[config.mk]
export PLATFORM = sky130hd
export DESIGN_NAME = dz_top
export DESIGN_NICKNAME = d
export VERILOG_FILES = /design/src/apb_pkg.sv /design/src/dz_pkg.sv /design/src/dz_top.sv /design/src/dz_scan.sv /design/src/apb_regs.sv /design/src/frame_arbiter.sv /design/src/frame_ram.sv /design/src/glyph_rom.sv
export SDC_FILE = /design/constraint.sdc
export NUM_CORES = 1
export LEC_CHECK = 0
export ABC_AREA = 1
export BUFFER_PORTS_ARGS = -buffer_cell sky130_fd_sc_hd__buf_4
export CAP_MARGIN = 20
export CORE_ASPECT_RATIO = 0.75
export CORE_MARGIN = 2
export CORE_UTILIZATION = 54
export CTS_CLUSTER_DIAMETER = 120
export DETAILED_ROUTE_END_ITERATION = 16
export GPL_TIMING_DRIVEN = 0
export PLACE_DENSITY = 0.79
export SYNTH_ARGS = -nofsm -noshare
export SYNTH_HDL_FRONTEND = slang
export SYNTH_HIERARCHICAL = 1
export SYNTH_SLANG_ARGS = --single-unit
[constraint.sdc]
create_clock -name clk -period 3.2 [get_ports clk]
set_input_delay 0.16 -clock clk [delete_from_list [all_inputs] [get_ports clk]]
set_output_delay 0.16 -clock clk [all_outputs]
set_load 0.05 [all_outputs]
[src/apb_pkg.sv]
package apb_pkg;

    typedef struct packed {
        logic        psel;
        logic        penable;
        logic        pwrite;
        logic [7:0]  paddr;
        logic [31:0] pwdata;
    } apb_req_t;

    typedef struct packed {
        logic [31:0] prdata;
        logic        pready;
        logic        pslverr;
    } apb_rsp_t;

    // register map
    localparam logic [7:0] CTRL_ADDR  = 8'h00;
    localparam logic [7:0] FRAME_BASE = 8'h20;  // row r at FRAME_BASE + 4*r

endpackage

[src/dz_pkg.sv]
package dz_pkg;

    // clk cycles per row period
    localparam int ROW_CYCLES = 4;
    localparam int CYC_W      = $clog2(ROW_CYCLES);

    typedef logic [7:0]       dz_row_t;    // column byte or row select
    typedef logic [2:0]       dz_idx_t;    // row 0..7
    typedef logic [3:0]       dz_frame_t;  // frame 0..15
    typedef logic [CYC_W-1:0] dz_cyc_t;    // position inside a row period

    // one user frame row
    typedef struct packed {
        dz_row_t red;
        dz_row_t green;
    } dz_cell_t;

    typedef struct packed {
        dz_frame_t frame;
        logic      src_ram;  // 1 = user frame RAM, 0 = glyph ROM
        logic      alarm;
        logic      enable;
    } dz_ctrl_t;

endpackage
[src/dz_top.sv]
`timescale 1ns/1ps

module dz_top (
    input  logic              clk,
    input  logic              rst,
    input  apb_pkg::apb_req_t apb_req,
    output apb_pkg::apb_rsp_t apb_rsp,
    output dz_pkg::dz_row_t   row,
    output dz_pkg::dz_row_t   colg,
    output dz_pkg::dz_row_t   colr
);
    import dz_pkg::*;

    dz_ctrl_t ctrl;
    logic     host_req;
    logic     host_we;
    logic     host_gnt;
    dz_idx_t  host_row;
    dz_cell_t host_wdata;
    dz_cell_t ram_rdata;
    logic     scan_req;
    dz_idx_t  scan_row;

    apb_regs u_apb_regs (
        .clk        (clk),
        .rst        (rst),
        .req        (apb_req),
        .rsp        (apb_rsp),
        .ctrl       (ctrl),
        .host_req   (host_req),
        .host_we    (host_we),
        .host_row   (host_row),
        .host_wdata (host_wdata),
        .host_gnt   (host_gnt),
        .ram_rdata  (ram_rdata)
    );

    frame_arbiter u_frame_arbiter (
        .clk        (clk),
        .rst        (rst),
        .scan_req   (scan_req),
        .scan_row   (scan_row),
        .host_req   (host_req),
        .host_we    (host_we),
        .host_row   (host_row),
        .host_wdata (host_wdata),
        .host_gnt   (host_gnt),
        .ram_rdata  (ram_rdata)
    );

    dz_scan u_dz_scan (
        .clk       (clk),
        .rst       (rst),
        .ctrl      (ctrl),
        .scan_req  (scan_req),
        .scan_row  (scan_row),
        .ram_rdata (ram_rdata),
        .row       (row),
        .colg      (colg),
        .colr      (colr)
    );

endmodule

[src/dz_scan.sv]
`timescale 1ns/1ps

module dz_scan (
    input  logic             clk,
    input  logic             rst,
    input  dz_pkg::dz_ctrl_t ctrl,
    output logic             scan_req,
    output dz_pkg::dz_idx_t  scan_row,
    input  dz_pkg::dz_cell_t ram_rdata,
    output dz_pkg::dz_row_t  row,
    output dz_pkg::dz_row_t  colg,
    output dz_pkg::dz_row_t  colr
);
    import dz_pkg::*;

    dz_cyc_t  cyc;
    dz_idx_t  row_idx;   // row on display now
    dz_row_t  rom_green;
    dz_cell_t pick;
    dz_cell_t next_cell;

    assign scan_row = row_idx + 3'd1;  // wraps 7 -> 0
    assign scan_req = ctrl.enable && cyc == '0;

    glyph_rom u_glyph_rom (
        .frame   (ctrl.frame),
        .row_idx (scan_row),
        .green   (rom_green)
    );

    always_comb
    begin
        if (ctrl.src_ram)
        begin
            pick.green = ram_rdata.green;
            pick.red   = ram_rdata.red | (ctrl.alarm ? ram_rdata.green : 8'h00);
        end
        else
        begin
            pick.green = rom_green;
            pick.red   = ctrl.alarm ? rom_green : 8'h00;  // alarm turns green to orange
        end
    end

    always_ff @(posedge clk or posedge rst)
    begin
        if (rst)
            cyc <= '0;
        else if (cyc == dz_cyc_t'(ROW_CYCLES - 1))
            cyc <= '0;
        else
            cyc <= cyc + 1'b1;
    end

    // ram data valid one cycle after the request
    always_ff @(posedge clk)
    begin
        if (cyc == dz_cyc_t'(1))
            next_cell <= pick;
    end

    always_ff @(posedge clk or posedge rst)
    begin
        if (rst)
        begin
            row_idx <= '0;
            row     <= '1;
            colg    <= '0;
            colr    <= '0;
        end
        else if (!ctrl.enable)
        begin
            row_idx <= '0;
            row     <= '1;  // blank
            colg    <= '0;
            colr    <= '0;
        end
        else if (cyc == dz_cyc_t'(ROW_CYCLES - 1))
        begin
            row_idx <= scan_row;
            row     <= ~(dz_row_t'(1) << scan_row);
            colg    <= next_cell.green;
            colr    <= next_cell.red;
        end
    end

endmodule

[src/apb_regs.sv]
`timescale 1ns/1ps

module apb_regs (
    input  logic              clk,
    input  logic              rst,
    input  apb_pkg::apb_req_t req,
    output apb_pkg::apb_rsp_t rsp,
    output dz_pkg::dz_ctrl_t  ctrl,
    output logic              host_req,
    output logic              host_we,
    output dz_pkg::dz_idx_t   host_row,
    output dz_pkg::dz_cell_t  host_wdata,
    input  logic              host_gnt,
    input  dz_pkg::dz_cell_t  ram_rdata
);
    import apb_pkg::*;
    import dz_pkg::*;

    typedef enum logic [1:0] {ST_IDLE, ST_WAIT_GNT, ST_RESPOND} apb_state_t;

    apb_state_t state;
    logic       setup;
    logic       is_ctrl;
    logic       is_win;
    logic       win_q;    // access targets the frame window
    logic       err_q;
    logic [7:0] ctrl_rd;

    assign setup   = req.psel && !req.penable;
    assign is_ctrl = req.paddr == CTRL_ADDR;
    assign is_win  = req.paddr[7:5] == FRAME_BASE[7:5] && req.paddr[1:0] == 2'b00;

    always_ff @(posedge clk or posedge rst)
    begin
        if (rst)
        begin
            state <= ST_IDLE;
            win_q <= 1'b0;
            err_q <= 1'b0;
            ctrl  <= '0;
        end
        else
        begin
            case (state)
                ST_IDLE:
                    if (setup)
                    begin
                        win_q <= is_win;
                        err_q <= !is_win && !is_ctrl;
                        state <= is_win ? ST_WAIT_GNT : ST_RESPOND;
                    end
                ST_WAIT_GNT:
                    if (host_gnt)
                        state <= ST_RESPOND;  // write lands at this edge
                ST_RESPOND:
                begin
                    if (host_we && !win_q && !err_q)
                    begin
                        ctrl.enable  <= req.pwdata[0];
                        ctrl.alarm   <= req.pwdata[1];
                        ctrl.src_ram <= req.pwdata[2];
                        ctrl.frame   <= req.pwdata[7:4];
                    end
                    state <= ST_IDLE;
                end
                default:
                    state <= ST_IDLE;
            endcase
        end
    end

    // captured in the setup phase
    always_ff @(posedge clk)
    begin
        if (state == ST_IDLE && setup)
        begin
            host_we    <= req.pwrite;
            host_row   <= req.paddr[4:2];
            host_wdata <= req.pwdata[15:0];
        end
    end

    assign host_req = state == ST_WAIT_GNT;
    assign ctrl_rd  = {ctrl.frame, 1'b0, ctrl.src_ram, ctrl.alarm, ctrl.enable};

    always_comb
    begin
        rsp = '0;
        if (state == ST_RESPOND)
        begin
            rsp.pready  = 1'b1;
            rsp.pslverr = err_q;
            if (!host_we && !err_q)
                rsp.prdata = win_q ? {16'h0, ram_rdata} : {24'h0, ctrl_rd};
        end
    end

endmodule

[src/frame_arbiter.sv]
`timescale 1ns/1ps

module frame_arbiter (
    input  logic             clk,
    input  logic             rst,
    input  logic             scan_req,
    input  dz_pkg::dz_idx_t  scan_row,
    input  logic             host_req,
    input  logic             host_we,
    input  dz_pkg::dz_idx_t  host_row,
    input  dz_pkg::dz_cell_t host_wdata,
    output logic             host_gnt,
    output dz_pkg::dz_cell_t ram_rdata
);
    import dz_pkg::*;

    dz_idx_t  ram_addr;
    dz_cell_t ram_q;
    logic     ram_we;
    logic     scan_rd_q;
    logic     host_rd_q;

    // scanner always wins the port
    assign host_gnt = host_req && !scan_req;
    assign ram_we   = host_gnt && host_we;
    assign ram_addr = scan_req ? scan_row : host_row;

    // who read the port last cycle
    always_ff @(posedge clk or posedge rst)
    begin
        if (rst)
        begin
            scan_rd_q <= 1'b0;
            host_rd_q <= 1'b0;
        end
        else
        begin
            scan_rd_q <= scan_req;
            host_rd_q <= host_gnt && !host_we;
        end
    end

    assign ram_rdata = (scan_rd_q || host_rd_q) ? ram_q : '0;

    frame_ram u_frame_ram (
        .clk   (clk),
        .we    (ram_we),
        .addr  (ram_addr),
        .wdata (host_wdata),
        .rdata (ram_q)
    );

endmodule

[src/frame_ram.sv]
`timescale 1ns/1ps

module frame_ram (
    input  logic             clk,
    input  logic             we,
    input  dz_pkg::dz_idx_t  addr,
    input  dz_pkg::dz_cell_t wdata,
    output dz_pkg::dz_cell_t rdata
);
    import dz_pkg::*;

    dz_cell_t mem [8];

    always_ff @(posedge clk)
    begin
        if (we)
            mem[addr] <= wdata;
    end

    // registered read returns old data on a write cycle
    always_ff @(posedge clk)
    begin
        rdata <= mem[addr];
    end

endmodule

[src/glyph_rom.sv]
`timescale 1ns/1ps

module glyph_rom (
    input  dz_pkg::dz_frame_t frame,
    input  dz_pkg::dz_idx_t   row_idx,
    output dz_pkg::dz_row_t   green
);
    import dz_pkg::*;

    dz_row_t rows [8];

    // rows listed top to bottom with row 0 first
    always_comb
    begin
        case (frame)
            // growing blob
            4'd0:    rows = '{8'b0000_0000, 8'b0000_0000, 8'b0001_1000, 8'b0011_1100,
                              8'b0011_1100, 8'b0001_1000, 8'b0000_0000, 8'b0000_0000};
            4'd1:    rows = '{8'b0000_0000, 8'b0000_0000, 8'b0011_1000, 8'b0111_1100,
                              8'b0111_1100, 8'b0011_1000, 8'b0000_0000, 8'b0000_0000};
            4'd2:    rows = '{8'b0000_0000, 8'b0000_0000, 8'b0011_1100, 8'b0111_1110,
                              8'b0111_1110, 8'b0011_1100, 8'b0000_0000, 8'b0000_0000};
            4'd3:    rows = '{8'b0000_0000, 8'b0011_1100, 8'b0111_1110, 8'b0111_1110,
                              8'b0111_1110, 8'b0111_1110, 8'b0011_1100, 8'b0000_0000};
            4'd4:    rows = '{8'b0011_1100, 8'b0111_1110, 8'b1111_1111, 8'b1111_1111,
                              8'b1111_1111, 8'b1111_1111, 8'b0111_1110, 8'b0011_1100};
            4'd5:    rows = '{default: 8'b1111_1111};  // full fill
            // flames
            4'd6:    rows = '{8'b1100_0011, 8'b1110_0011, 8'b1111_0001, 8'b1110_0011,
                              8'b1100_0111, 8'b1110_0111, 8'b1111_0111, 8'b1111_1011};
            4'd7:    rows = '{8'b0000_0000, 8'b0000_0001, 8'b1000_0001, 8'b1100_0011,
                              8'b1000_0011, 8'b1100_0111, 8'b1110_0111, 8'b1111_0011};
            4'd8:    rows = '{8'b0000_0000, 8'b0011_1000, 8'b0100_0100, 8'b0101_1010,
                              8'b0100_1010, 8'b0011_0010, 8'b1100_0100, 8'b0011_1000};
            // final shapes
            4'd9:    rows = '{8'b0000_0000, 8'b0000_0000, 8'b0110_0000, 8'b1111_1100,
                              8'b0011_1111, 8'b0011_1110, 8'b0001_1100, 8'b0000_0000};
            4'd10:   rows = '{8'b0000_0000, 8'b0000_0000, 8'b0001_1000, 8'b0011_1100,
                              8'b0111_1110, 8'b0111_1110, 8'b0010_0100, 8'b0000_0000};
            4'd11:   rows = '{8'b1110_0000, 8'b0110_0000, 8'b1110_0000, 8'b0011_0000,
                              8'b0011_0001, 8'b0011_0011, 8'b0011_1110, 8'b0001_1100};
            default: rows = '{default: 8'b0000_0000};  // 12..15 blank
        endcase
    end

    assign green = rows[row_idx];

endmodule

Yosys cells after proc, flatten, opt, wreduce, memory -nomap -nowiden
Memory sizes are Yosys's and may differ from the RTL's. A register that Yosys moved wholly into a read port is not among the register bits.
Cells that the tools add are included.
{ "word_totals": {"register_bits": 78, "mem_bits_rw": 128, "mem_bits_ro": 1024, "input_bits": 45, "out_inout_bits": 58, "wordCells": 89, "memories": 2} }
{ "mem_list": {"columns": ["memory", "depth", "word_bits", "rd", "rd_ports_with_merged_regs", "wr", "line_no", "text"], "rows": [
  ["(no name shown)", 16, 64, 1, 0, 0, "glyph_rom.sv:15", "case (frame)"],
  ["u_frame_arbiter.u_frame_ram.mem", 8, 16, 1, 1, 1, "frame_ram.sv:12", "dz_cell_t mem [8];"]
]} }
{ "op_classes": {"addsub": 2, "order_cmp": 1, "n_eq_ne": 8, "n_shift": 1, "n_mux": 26, "bitwise": 3, "reduce_logical": 26} }
{ "ops": {"columns": ["operator", "count"], "rows": [
  ["$mux W8", 10],
  ["$mux W16", 3],
  ["$mux W34", 1],
  ["$mux W32", 1],
  ["$bmux W8 S3", 1],
  ["$logic_and A1 B1 Y1", 11],
  ["$mux W3", 3],
  ["$logic_not A8 Y1", 1],
  ["$mux W2", 4],
  ["$not A8 Y8", 1],
  ["$or A8 B8 Y8", 1],
  ["$shl A1 B3 Y8 const A", 1],
  ["$logic_not A1 Y1", 7],
  ["$logic_not A2 Y1", 3],
  ["$reduce_and A2 Y1", 3],
  ["$eq A2 B1 Y1 const B", 2],
  ["$eq A2 B2 Y1 const B", 2],
  ["$ge A4 B4 Y1 const B", 1],
  ["$ne A2 B1 Y1 const B", 2],
  ["$not A3 Y4", 1],
  ["$pmux W2 S2", 1],
  ["$add A3 B1 Y3 const B", 1],
  ["$eq A3 B1 Y1 const B", 1],
  ["$add A2 B1 Y2 const B", 1],
  ["3 further kinds", 4]
]} }

Logic depth before layout (Yosys ltp)
Gate-level depths: netlist of the first run.
{ "depth": {"word_depth": 7, "ltp_mapped": 16} }

By module
The synthesis of the first run kept the hierarchy.
{ "by_module_without_submodules": {"columns": ["mod", "instances", "cells_per_inst", "area_per_inst_um2", "seq_area_each_um2"], "rows": [
  ["frame_ram", 1, 548, 5761.8, 4164.0],
  ["dz_scan", 1, 210, 1951.9, 1216.2],
  ["apb_regs", 1, 148, 1510.2, 875.8],
  ["glyph_rom", 1, 190, 987.2, 0.0],
  ["frame_arbiter", 1, 52, 252.7, 50.0]
]} }

Least setup slack after synthesis of the first run
OpenSTA, ideal clock, no wires.
{ "synth_path": {"kind": "reg2reg", "startpoint": "register u_dz_scan.cyc[0]", "endpoint": "memory u_frame_arbiter/u_frame_ram/mem[1][0] (netlist bit), enable pin", "setup_ns": 0.409, "t_arrival_ns": 2.556, "path_slack_ns": 0.235, "stages_incl_launch_ff": 12, "synth_period_minus_slack_ns": 2.965, "cell_sequence": "dfrtp_1 > inv_1 > ha_1 > nand2_1 > inv_1 > inv_1 > nand2_1 > nand2_1 > buf_2 > buf_2 > nand2_1 > nor3_1"} }
{ "synth_via": {"elab_cells_between_ends": 8, "classes_between": "mux: 3; reduce/logical: 5"} }
{ "synth_rtl": {"columns": ["item", "line_no", "text"], "rows": [
  ["start: declaration", "dz_scan.sv:16", "dz_cyc_t cyc;"],
  ["start signal: assignment", "dz_scan.sv:52", "cyc <= cyc + 1'b1;"],
  ["$logic_not A2 Y1", "dz_scan.sv:23", "assign scan_req = ctrl.enable && cyc == '0;"],
  ["$logic_and A1 B1 Y1", "dz_scan.sv:23", null],
  ["net scan_req", "dz_top.sv:21", "logic scan_req;"],
  ["$mux W3", "frame_arbiter.sv:26", "assign ram_addr = scan_req ? scan_row : host_row;"],
  ["net u_frame_arbiter.ram_addr[0]", "frame_arbiter.sv:17", "dz_idx_t ram_addr;"],
  ["end: declaration", "frame_ram.sv:12", null]
]} }
The timed path passes the listed nets, and every way through them passes these cells.

Worst setup path after layout of the first run
{ "layout_path": {"startpoint": "register u_dz_scan.row_idx[0]", "endpoint": "memory u_frame_arbiter/u_frame_ram/mem[4][7] (netlist bit), enable pin"} }
{ "layout_via": {"elab_chain_len": 2} }
{ "layout_rtl": {"columns": ["item", "line_no", "text"], "rows": [
  ["start: declaration", "dz_scan.sv:17", "dz_idx_t row_idx;"],
  ["start signal: assignment", "dz_scan.sv:80", "row_idx <= scan_row;"],
  ["$add A3 B1 Y3", "dz_scan.sv:22", "assign scan_row = row_idx + 3'd1;"],
  ["net scan_row[2]", "dz_top.sv:22", "dz_idx_t scan_row;"],
  ["$mux W3", "frame_arbiter.sv:26", null],
  ["net u_frame_arbiter.ram_addr[2]", "frame_arbiter.sv:17", null]
]} }
The timed path passes the listed nets, and every way through them passes these cells.

==> metrics.cfg, run 1 <==
[clock_tree]
cts_sinks = 222
cts_max_path_buffers = 3
clock_latency_ns = 0.50
cts_tree = built
clk_root_buffer_cell = clkbuf_16
htreeDepth = 1
cts_buffers = 21
clk_pin_slew_ns = 0.06

[timing]
max-slew-margin-rel_pct = 49.3
slew_violations = 0
setup_viol = 0
rsz0062_at_grt = yes
fin_crit_ns = 3.17
worst_pin_slew_ns = 0.756
fmax_mhz = 316
hold_viol_final = 0
finalCritPeriodShare_pct = 99.0
clock_skew_ns = 0.0110

[power_and_ir_drop]
power_density_nw_per_um2 = 716
p_comb_share_pct = 32.6
p_sw_w = 0.00327
finalPower_w = 0.00892
ir_drop_uv = 488
p_int_w = 0.00565
switching_share_pct = 36.6
p_leak_nw = 5.90
p_clk_share_pct = 26.7
p_seq_share_pct = 40.6

[routing]
firstDrtPassIters = 5
via_per_inst = 5.12
wl_per_cell_um = 16.8
post-route-drc-count = 0
drt_iter0_drc = 870
antenna_left = 0
vias = 7976
drt-total-wl_um = 26100

[finish]
area_growth_pct = 19.2
antenna_cells = 0
final_common_cell = nand2_1
fin_cells = 1557
drive_above_1_share_pct = 17.9
final_cell_mix = 501 x nand2_1, 164 x edfxtp_1, 133 x inv_1
nets = 1355
num-fill-cells = 1538

[global_route]
grtUsageMet1_pct = 39.0
grt_usage_pct = 25.5
grt_max_degree = 30
grt-ovfl-total = 0
grtUsageMet3_pct = 5.23
globalRoute.busiestLayer = met1
grt_first_pass_wirelength_um = 39800
grt_antenna_before_repair = 0
grtUsageMet2_pct = 37.0
grt_pass1_vias = 7534

[run]
cap_violations = 0

[worst_hold_path]
min_path_type = in -> reg

[synth]
syn_area_um2 = 10500
synth_ff_type = edfxtp_1
synth_compound_area_share_pct = 2.32
muxShareOfSynthArea_pct = 0
syn_area_per_cell_um2 = 9.11
synth_simple_gate_area_share_pct = 26.0
yosysUniqueCellTypes = 37
synth_top_family_by_area = simple AND/OR/NAND/NOR gates
yosys_warnings = 6
synthAdderAreaFrac_pct = 2.39
ys_seq_elements = 222
synthesis.instances = 1148
synth-xor-area-share_pct = 0
ys_async_sr_fraction_pct = 18.9
synth_edf_count = 164
yosysSeqAreaShare_pct = 60.3

[placement]
place_hpwl_um = 18400
port_buffers = 70
routabilityCongestion = 0.953
place_inst = 1497

[floorplanning]
initial_core_util_pct = 54.6
io_pins = 103
core_region_area_um2 = 19200
rows = 44
dieArea_um2 = 20500
die_h_um = 125
die_x_um = 165

[worst_setup_path]
crit_required_ns = 3.40
criticalPathCategory = reg -> reg
cp_max_fo = 10
worstPathArrival_ns = 3.37
crit_path_end_kind = register
crit_path_frequent_cell = nand2_1
r2r_setup_slack_ns = 0.03
cp_cell_sequence = ha_1, inv_1, nand2_1, nand2_1, nand2_1, nand2_1, inv_2, nor2_4, buf_4, inv_2, nor2_2, buf_8
slowest_stage = nor2_2
start_kind = register
cpPeakStageDelay_ns = 0.45

[run_status]
status = finished, final reports clean

[cells in the mapped netlist (all sizes together), types with 3 or more instances]
library cell / count / area [µm²]
edfxtp: 164 / 4920
inv: 146 / 558
o21ai: 17 / 111
or2: 3 / 18.8
nand3: 73 / 410
dfxtp: 16 / 320
buf: 52 / 365
dfstp: 8 / 210
nand2: 511 / 1950
clkbuf: 4 / 15.0
dfrtp: 34 / 851
a21oi: 19 / 103
nor2: 71 / 319
ha: 20 / 250
[power by group through the flow]
stage	Sequential (W)	Combinational (W)	Clock [W]
6_report	0.00363	0.00291	0.00239
5_1_grt	0.00366	0.00316	0.00253
4_1_cts	0.00362	0.00283	0.00241
3_5_place_dp	0.00368	0.00279	0
3_3_place_gp	0.00367	0.00279	0
2_1_floorplan	0.00388	0.00178	0
[metrics by stage]
stage / hold WS, ns / area [µm²] / util, % / setup TNS (ns) / setup WS, ns
global placement: 0.0526 / 11400 / 59.3 / -72.45 / -1.22
CTS: 0.0144 / 12400 / 64.9 / 0 / 0.00788
detailed placement: 0.0538 / 11500 / 60.2 / 0 / 0.0753
finish: 0.0297 / 12500 / 65.1 / 0 / 0.0335
global route: 0.0412 / 12500 / 65.1 / -3.91 / -0.0814
floorplan: -0.0988 / 10500 / - / 0 / 0.235
[logic make-up (layout without fill, tap and decap cells)]
family | count (synthesis) | count (layout)
adder cells (fa/ha/maj) | 20 | 20
flip-flops | 222 | 222
AO/OA/AOI/OAI | 40 | 40
buffers and inverters | 203 | 344
other | 1 | 16
AND/OR/NAND/NOR | 662 | 662
[worst max-delay path: cells and delay by family (launching register included)]
| kind | cells | cell delay [ns] |
|---|---|---|
| flops | 1 | 0.43 |
| simple gates | 6 | 1.39 |
| buf+inv | 5 | 0.81 |
| fa+ha+maj | 1 | 0.24 |
[final timing paths]
check | startpoint | to | depth (start not counted)
hold / removal | apb_req[37] | u_apb_regs/err_q | 5
min in group asynchronous | rst | u_frame_arbiter/scan_rd_q | 3
hold reg to reg | u_dz_scan/next_cell[1] | u_dz_scan/colg[1] | 2
setup reg to reg | u_dz_scan/row_idx[0] | u_frame_arbiter/u_frame_ram/mem[4][7] | 12
setup / recovery | u_dz_scan/row_idx[0] | u_frame_arbiter/u_frame_ram/mem[4][7] | 12
max in group asynchronous | rst | u_dz_scan/row[0] | 4
[final cells by class]
cell class	instances	area [µm²]	share of cell area (%)
Sequential cell	222	6310	50.6
Multi-Input combinational cell	738	3310	26.5
Timing Repair Buffer	104	928	7.45
Clock buffer	32	637	5.11
Inverter	147	562	4.51
Buffer	56	380	3.05
Tap cell	253	317	2.54
Clock inverter	5	31.3	0.251
[sequential cells by signal, indices dropped and copies added, names as in the netlist, 2 cells and up]
register                           cells
u_apb_regs/ctrl                        7
u_apb_regs/host_row                    3
u_apb_regs/host_wdata                 16
u_apb_regs/state                       2
u_dz_scan/colg                         8
u_dz_scan/colr                         8
u_dz_scan/cyc                          2
u_dz_scan/next_cell                   16
u_dz_scan/row                          8
u_dz_scan/row_idx                      3
u_frame_arbiter/u_frame_ram/mem      128
u_frame_arbiter/u_frame_ram/rdata     16
[what timing repair did]
action / CTS / global route
resized for setup: 0 / 3
setup buffers: 0 / 0
setup endpoints to repair: 0 / 65
hold endpoints to repair: 63 / 0
hold buffers: 22 / 0
[layer usage]
layer / routed length (µm) / part of all wire (%)
met5: 0 / 0
met4: 605 / 2.3
met3: 2950 / 11
met2: 11100 / 43
met1: 11400 / 44
No activity file was read; power rests on OpenSTA's default activity.
==> inputs of run 2 (changes only) <==
- CORE_ASPECT_RATIO: 0.75 -> 2
==> metrics.cfg, run 2 (synthesis gave the netlist of run 1 again) <==
[run_status]
status = finished with violations
violations = negative setup slack

[power_and_ir_drop]
switching_share_pct = 37.3  ; +0.67 points
p_seq_share_pct = 40.5  ; about the same
power_density_nw_per_um2 = 717  ; +0.14%
p_clk_share_pct = 26.4  ; -0.3 points
p_comb_share_pct = 33.1  ; +0.5 points
p_sw_w = 0.00332  ; +1.5%
p_leak_nw = 5.86  ; -0.66%
p_int_w = 0.00558  ; -1.4%
ir_drop_uv = 429  ; -12%

[finish]
final_cell_mix = 501 x nand2_1, 164 x edfxtp_1, 133 x inv_1
fin_area_um2 = 12400  ; -0.48%
antenna_cells = 0  ; unchanged
area_growth_pct = 18.6
num-fill-cells = 1518  ; -1.3%
final_common_cell = nand2_1
largest_reg_flops = 128  ; unchanged
regMostFlops = u_frame_arbiter/u_frame_ram/mem
nets = 1349  ; -0.44%
drive_above_1_share_pct = 17.5  ; -0.46 points
fin_cells = 1557  ; unchanged

[placement]
place_area_um2 = 11500  ; -0.15%
port_buffers = 70  ; unchanged
dpl_worst_slack_ns = 0.0245  ; -0.0508 ns
place_hpwl_um = 19200  ; +4.3%
routabilityCongestion = 0.940  ; -1.4%
place_inst = 1499  ; +0.13%

[timing]
setup_ws_ns = -0.0914  ; -0.125 ns
max-slew-margin-rel_pct = 33.2  ; -16 points
fin_crit_ns = 3.29  ; +0.125 ns
clock_skew_ns = 0.00906  ; -0.00192 ns
rsz0062_at_grt = yes
holdWs_ns = 0.0151  ; -0.0146 ns
fmax_mhz = 304  ; -3.8%
hold_viol_final = 0  ; unchanged
slew_violations = 0  ; unchanged
worst_pin_slew_ns = 1.00  ; +0.245 ns
setup_viol = 32  ; +32
finalCritPeriodShare_pct = 103  ; +3.9 points

[global_route]
grtUsageMet3_pct = 2.82  ; -2.4 points
grt_pass1_vias = 8019  ; +6.4%
grt_max_degree = 30  ; unchanged
grtUsageMet2_pct = 49.3  ; +12 points
grt-ovfl-total = 0  ; unchanged
grtUsageMet1_pct = 23.7  ; -15 points
grt_usage_pct = 26.0  ; +0.54 points
grt_antenna_before_repair = 0  ; unchanged
grt_first_pass_wirelength_um = 40200  ; +1.0%
globalRoute.busiestLayer = met2

[clock_tree]
clock_latency_ns = 0.50  ; about the same
clk_pin_slew_ns = 0.07  ; about the same
cts_sinks = 222  ; unchanged
cts_buffers = 20  ; -4.8%
cts_resized = 0  ; unchanged
cts_tree = built
clk_root_buffer_cell = clkbuf_16
htreeDepth = 1  ; unchanged
cts_max_path_buffers = 3  ; unchanged

[worst_hold_path]
min_path_type = in -> reg
worstHoldStart = apb_req[42]
whs_endpoint = u_apb_regs/err_q
hold_depth = 4  ; -1

[worst_setup_path]
worstRegToRegCells = 11  ; -1
r2r-start = u_dz_scan/row_idx[0]
crit_path_end_kind = register
rr_endpoint = u_frame_arbiter/u_frame_ram/mem[5][14]
criticalPathCategory = reg -> reg
worstPathArrival_ns = 3.41  ; +0.04 ns
r2r_setup_slack_ns = -0.09  ; -0.12 ns
start_kind = register
cp_max_fo = 16  ; +6
crit_required_ns = 3.32  ; -0.08 ns

[floorplanning]
die_x_um = 102  ; -38%
dieArea_um2 = 20600  ; +0.27%
core_region_area_um2 = 19200  ; +0.16%
rows = 72  ; +64%
initial_core_util_pct = 54.5  ; -0.085 points
io_pins = 103  ; unchanged
die_h_um = 201  ; +61%

[routing]
post-route-drc-count = 0  ; unchanged
antenna_left = 0  ; unchanged
firstDrtPassIters = 5  ; unchanged
via_per_inst = 5.11  ; -0.16%
drt_iter0_drc = 515  ; -41%
wl_per_cell_um = 16.8  ; +0.22%
drt-total-wl_um = 26200  ; +0.22%
vias = 7963  ; -0.16%

[run]
cap_violations = 0  ; unchanged

==> run 2: critical path, cell delays in order, from the launching register on <==
cell     delay, ns
dfrtp_1       0.42
ha_1          0.23
inv_1         0.05
nand2_1       0.04
nand2_1       0.29
nand2_1       0.12
nand2_1       0.26
inv_2         0.17
nor2_4        0.24
buf_4         0.25
inv_2         0.06
nor2_2        0.76
==> run 2: per-stage QoR <==
| stage | setup TNS [ns] | total power (W) | util (%) |
|---|---|---|---|
| after floorplan | 0 | 0.00566 | - |
| after global placement | -67.89 | 0.00649 | 59.3 |
| after detailed placement | 0 | 0.00652 | 60.1 |
| after CTS | -0.567 | 0.00888 | 64.5 |
| after global routing | -6.79 | 0.00935 | 64.7 |
| final | -2.32 | 0.00889 | 64.7 |
==> run 2: worst max path at each step <==
stage / slack [ns] / to / depth (start not counted) / start
global placement: -1.16 / u_frame_arbiter/u_frame_ram/mem[1][4] / 11 / u_dz_scan/cyc[0]
global route: -0.16 / u_frame_arbiter/u_frame_ram/mem[5][14] / 11 / u_dz_scan/row_idx[0]
finish: -0.09 / u_frame_arbiter/u_frame_ram/mem[5][14] / 11 / u_dz_scan/row_idx[0]
CTS: -0.03 / u_frame_arbiter/u_frame_ram/mem[4][14] / 11 / u_dz_scan/row_idx[0]
floorplan: 0.23 / u_frame_arbiter/u_frame_ram/mem[1][0] / 11 / u_dz_scan/cyc[0]
detailed placement: 0.02 / u_frame_arbiter/u_frame_ram/mem[0][4] / 13 / u_dz_scan/cyc[0]
==> run 2: repair_timing <==
item	CTS	global route
cloned	0	0
hold endpoints to repair	61	0
pin swaps	0	0
setup endpoints to repair	32	50
buffers inserted	0	0
hold buffers	21	0
==> run 2: power groups by stage <==
stage	sequential (W)	combinational, W	clock [W]
after floorplan	0.00388	0.00178	0
after global routing	0.00364	0.00323	0.00248
after CTS	0.00360	0.00289	0.00239
after global placement	0.00365	0.00284	0
after detailed placement	0.00366	0.00286	0
final	0.00360	0.00294	0.00235
==> run 2: final cells by class <==
type,instances,area [µm²],share of cell area (%)
plain buffers,56,380,3.07
clock buffers,23,533,4.30
clock inverters,13,113,0.908
inverters,147,562,4.53
multi-input cells,738,3300,26.6
flip-flops and latches,222,6310,50.8
well taps,259,324,2.61
repair buffers,99,893,7.20
==> run 2: layer usage <==
| metal | part of all wire (%) | wire [µm] |
|---|---|---|
| met1 | 31 | 8010 |
| met3 | 4.8 | 1260 |
| met5 | 0 | 0 |
| met2 | 56 | 14600 |
| met4 | 8.9 | 2330 |
==> inputs of run 3 (changes only) <==
- BUFFER_PORTS_ARGS: -buffer_cell sky130_fd_sc_hd__buf_4 -> -buffer_cell sky130_fd_sc_hd__clkbuf_2
==> metrics.cfg, run 3 (synthesis gave the netlist of run 1 again) <==
[run_status]
status = finished, final reports clean

[finish]
fin_cells = 1560  ; +0.19%
final_common_cell = nand2_1
drive_above_1_share_pct = 17.8  ; +0.27 points
final_cell_mix = 501 x nand2_1, 164 x edfxtp_1, 133 x inv_1
register_area_um2 = 6310  ; unchanged
area_growth_pct = 17.8
antenna_cells = 0  ; unchanged
nets = 1353  ; +0.30%
regMostFlops = u_frame_arbiter/u_frame_ram/mem
num-fill-cells = 1513  ; -0.33%
multi_input_area_um2 = 3330  ; +0.99%
largest_reg_flops = 128  ; unchanged
fin_area_um2 = 12300  ; -0.67%

[worst_setup_path]
crit_path_end_kind = register
slowest_stage = nor2_2
criticalPathCategory = reg -> reg
r2r_setup_slack_ns = 0.13  ; +0.22 ns
rr_endpoint = u_frame_arbiter/u_frame_ram/mem[3][8]
crit_required_ns = 3.40  ; +0.08 ns
cp_cell_sequence = inv_1, ha_1, nand2_1, inv_1, inv_1, nand2_1, nand2_1, buf_2, buf_2, nand2_1, nor2_2, buf_8
cp.buffers_inverters = 6  ; +2
worstPathArrival_ns = 3.27  ; -0.14 ns
path_delay_family = buffers and inverters
cp_max_fo = 10  ; -6
cpPeakStageDelay_ns = 0.56  ; -0.20 ns
start_kind = register
r2r-start = u_dz_scan/cyc[0]
crit_path_frequent_cell = nand2_1
worstRegToRegCells = 12  ; +1

[power_and_ir_drop]
p_int_w = 0.00564  ; +1.1%
p_comb_share_pct = 32.4  ; -0.7 points
p_sw_w = 0.00324  ; -2.2%
power_density_nw_per_um2 = 720  ; +0.51%
ir_drop_uv = 354  ; -17%
p_seq_share_pct = 40.5  ; about the same
switching_share_pct = 36.5  ; -0.77 points
p_leak_nw = 5.85  ; -0.15%
finalPower_w = 0.00888  ; -0.16%
p_clk_share_pct = 27.1  ; +0.7 points

[routing]
via_per_inst = 5.09  ; -0.52%
wl_per_cell_um = 16.9  ; +0.70%
drt-total-wl_um = 26400  ; +0.90%
vias = 7937  ; -0.33%
drt_iter0_drc = 637  ; +24%
post-route-drc-count = 0  ; unchanged
firstDrtPassIters = 7  ; +2
antenna_left = 0  ; unchanged

[floorplanning]
io_pins = 103  ; unchanged
rows = 72  ; unchanged
die_x_um = 102  ; unchanged
core_region_area_um2 = 19200  ; unchanged
die_h_um = 201  ; unchanged
dieArea_um2 = 20600  ; unchanged
initial_core_util_pct = 54.5  ; unchanged

[timing]
clock_skew_ns = 0.0130  ; +0.00392 ns
worst_pin_slew_ns = 0.726  ; -0.274 ns
max-slew-margin-rel_pct = 51.6  ; +18 points
fin_crit_ns = 3.07  ; -0.222 ns
hold_viol_final = 0  ; unchanged
slew_violations = 0  ; unchanged
fmax_mhz = 326  ; +7.2%
finalCritPeriodShare_pct = 95.9  ; -6.9 points
setup_viol = 0  ; -100%

[clock_tree]
cts_sinks = 222  ; unchanged
cts_buffers = 19  ; -5.0%
htreeDepth = 1  ; unchanged
clk_root_buffer_cell = clkbuf_16
clock_latency_ns = 0.50  ; about the same
cts_tree = built
cts_max_path_buffers = 3  ; unchanged
clk_pin_slew_ns = 0.07  ; about the same

[global_route]
grt_usage_pct = 25.9  ; -0.13 points
grt-ovfl-total = 0  ; unchanged
grt_pass1_vias = 7794  ; -2.8%
grt_max_degree = 30  ; unchanged
grt_first_pass_wirelength_um = 39900  ; -0.70%
grt_antenna_before_repair = 0  ; unchanged

[placement]
place_inst = 1499  ; unchanged
port_buffers = 70  ; unchanged
place_hpwl_um = 18900  ; -1.5%
place_area_um2 = 11300  ; -1.7%
routabilityCongestion = 0.945  ; +0.55%

[worst_hold_path]
hold_depth = 4  ; unchanged
whs_endpoint = u_apb_regs/state[0]
worstHoldStart = apb_req[41]
min_path_type = in -> reg

[run]
cap_violations = 0  ; unchanged

run 3: cell types whose count changed in the layout (fill, tap and decap cells not counted), sizes merged:
cell	change
buf	-66
bufinv	+3
clkbuf	+69
clkinv	-2
dlygate4sd3	+1
inv	-2
run 3: final cells by class:
| type | instances | share of cell area (%) |
|---|---|---|
| clock buffer | 22 | 3.95 |
| multi-input combinational | 738 | 27.0 |
| timing repair buffer | 104 | 6.25 |
| inverter | 147 | 4.56 |
| clock inverter | 12 | 1.34 |
| sequential | 222 | 51.2 |
| tap | 259 | 2.63 |
| buffer | 56 | 3.10 |
run 3: worst max path at each step:
stage,start,slack (ns),depth (start not counted),to
global placement,u_dz_scan/cyc[0],-1.14,12,u_frame_arbiter/u_frame_ram/mem[0][6]
detailed placement,u_dz_scan/row_idx[0],-0.04,11,u_frame_arbiter/u_frame_ram/mem[5][10]
floorplan,u_dz_scan/cyc[0],0.23,11,u_frame_arbiter/u_frame_ram/mem[1][0]
global route,u_dz_scan/cyc[0],-0.002,12,u_frame_arbiter/u_frame_ram/mem[3][6]
finish,u_dz_scan/cyc[0],0.13,12,u_frame_arbiter/u_frame_ram/mem[3][8]
CTS,u_dz_scan/cyc[0],0.11,11,u_frame_arbiter/u_frame_ram/mem[2][7]
run 3: worst register-to-register path, cell delays in order (launching register included):
cell and delay (ns):
dfrtp_1 0.39, inv_1 0.06, ha_1 0.21, nand2_1 0.07, inv_1 0.10, inv_1 0.12, nand2_1 0.06, nand2_1 0.11
buf_2 0.28, buf_2 0.31, nand2_1 0.26, nor2_2 0.56, buf_8 0.23
run 3: per-layer routing:
| metal | global-route usage [%] | part of all wire, % | vias to the layer above |
|---|---|---|---|
| li1 | - | - | 3830 |
| met1 | 23.0 | 31 | 3612 |
| met2 | 48.8 | 55 | 355 |
| met3 | 3.20 | 5.2 | 140 |
| met4 | 21.0 | 9.1 | 0 |
| met5 | 0 | 0 | - |
run 3: stage by stage:
stage	TNS [ns]	hold slack (ns)	util [%]	setup slack [ns]
floorplan	0	-0.0988	-	0.235
global placement	-67.70	0.0349	58.3	-1.14
detailed placement	-0.723	0.0462	59.0	-0.0393
CTS	0	0.0122	63.7	0.115
global route	-0.00341	0.0385	64.2	-0.00171
finish	0	0.0136	64.2	0.131
run 3: power by group through the flow:
stage | clock network [W] | logic [W] | registers (W)
after floorplan | 0 | 0.00178 | 0.00388
after global placement | 0 | 0.00275 | 0.00365
final | 0.00241 | 0.00287 | 0.00359
after detailed placement | 0 | 0.00277 | 0.00366
after CTS | 0.00244 | 0.00281 | 0.00360
after global routing | 0.00254 | 0.00315 | 0.00363
run 3: timing repair:
item | CTS | global route
pin swaps | 0 | 3
setup buffers | 0 | 4
hold endpoints to repair | 62 | 0
hold buffers | 22 | 0
setup endpoints to repair | 34 | 59
resized for setup | 4 | 4
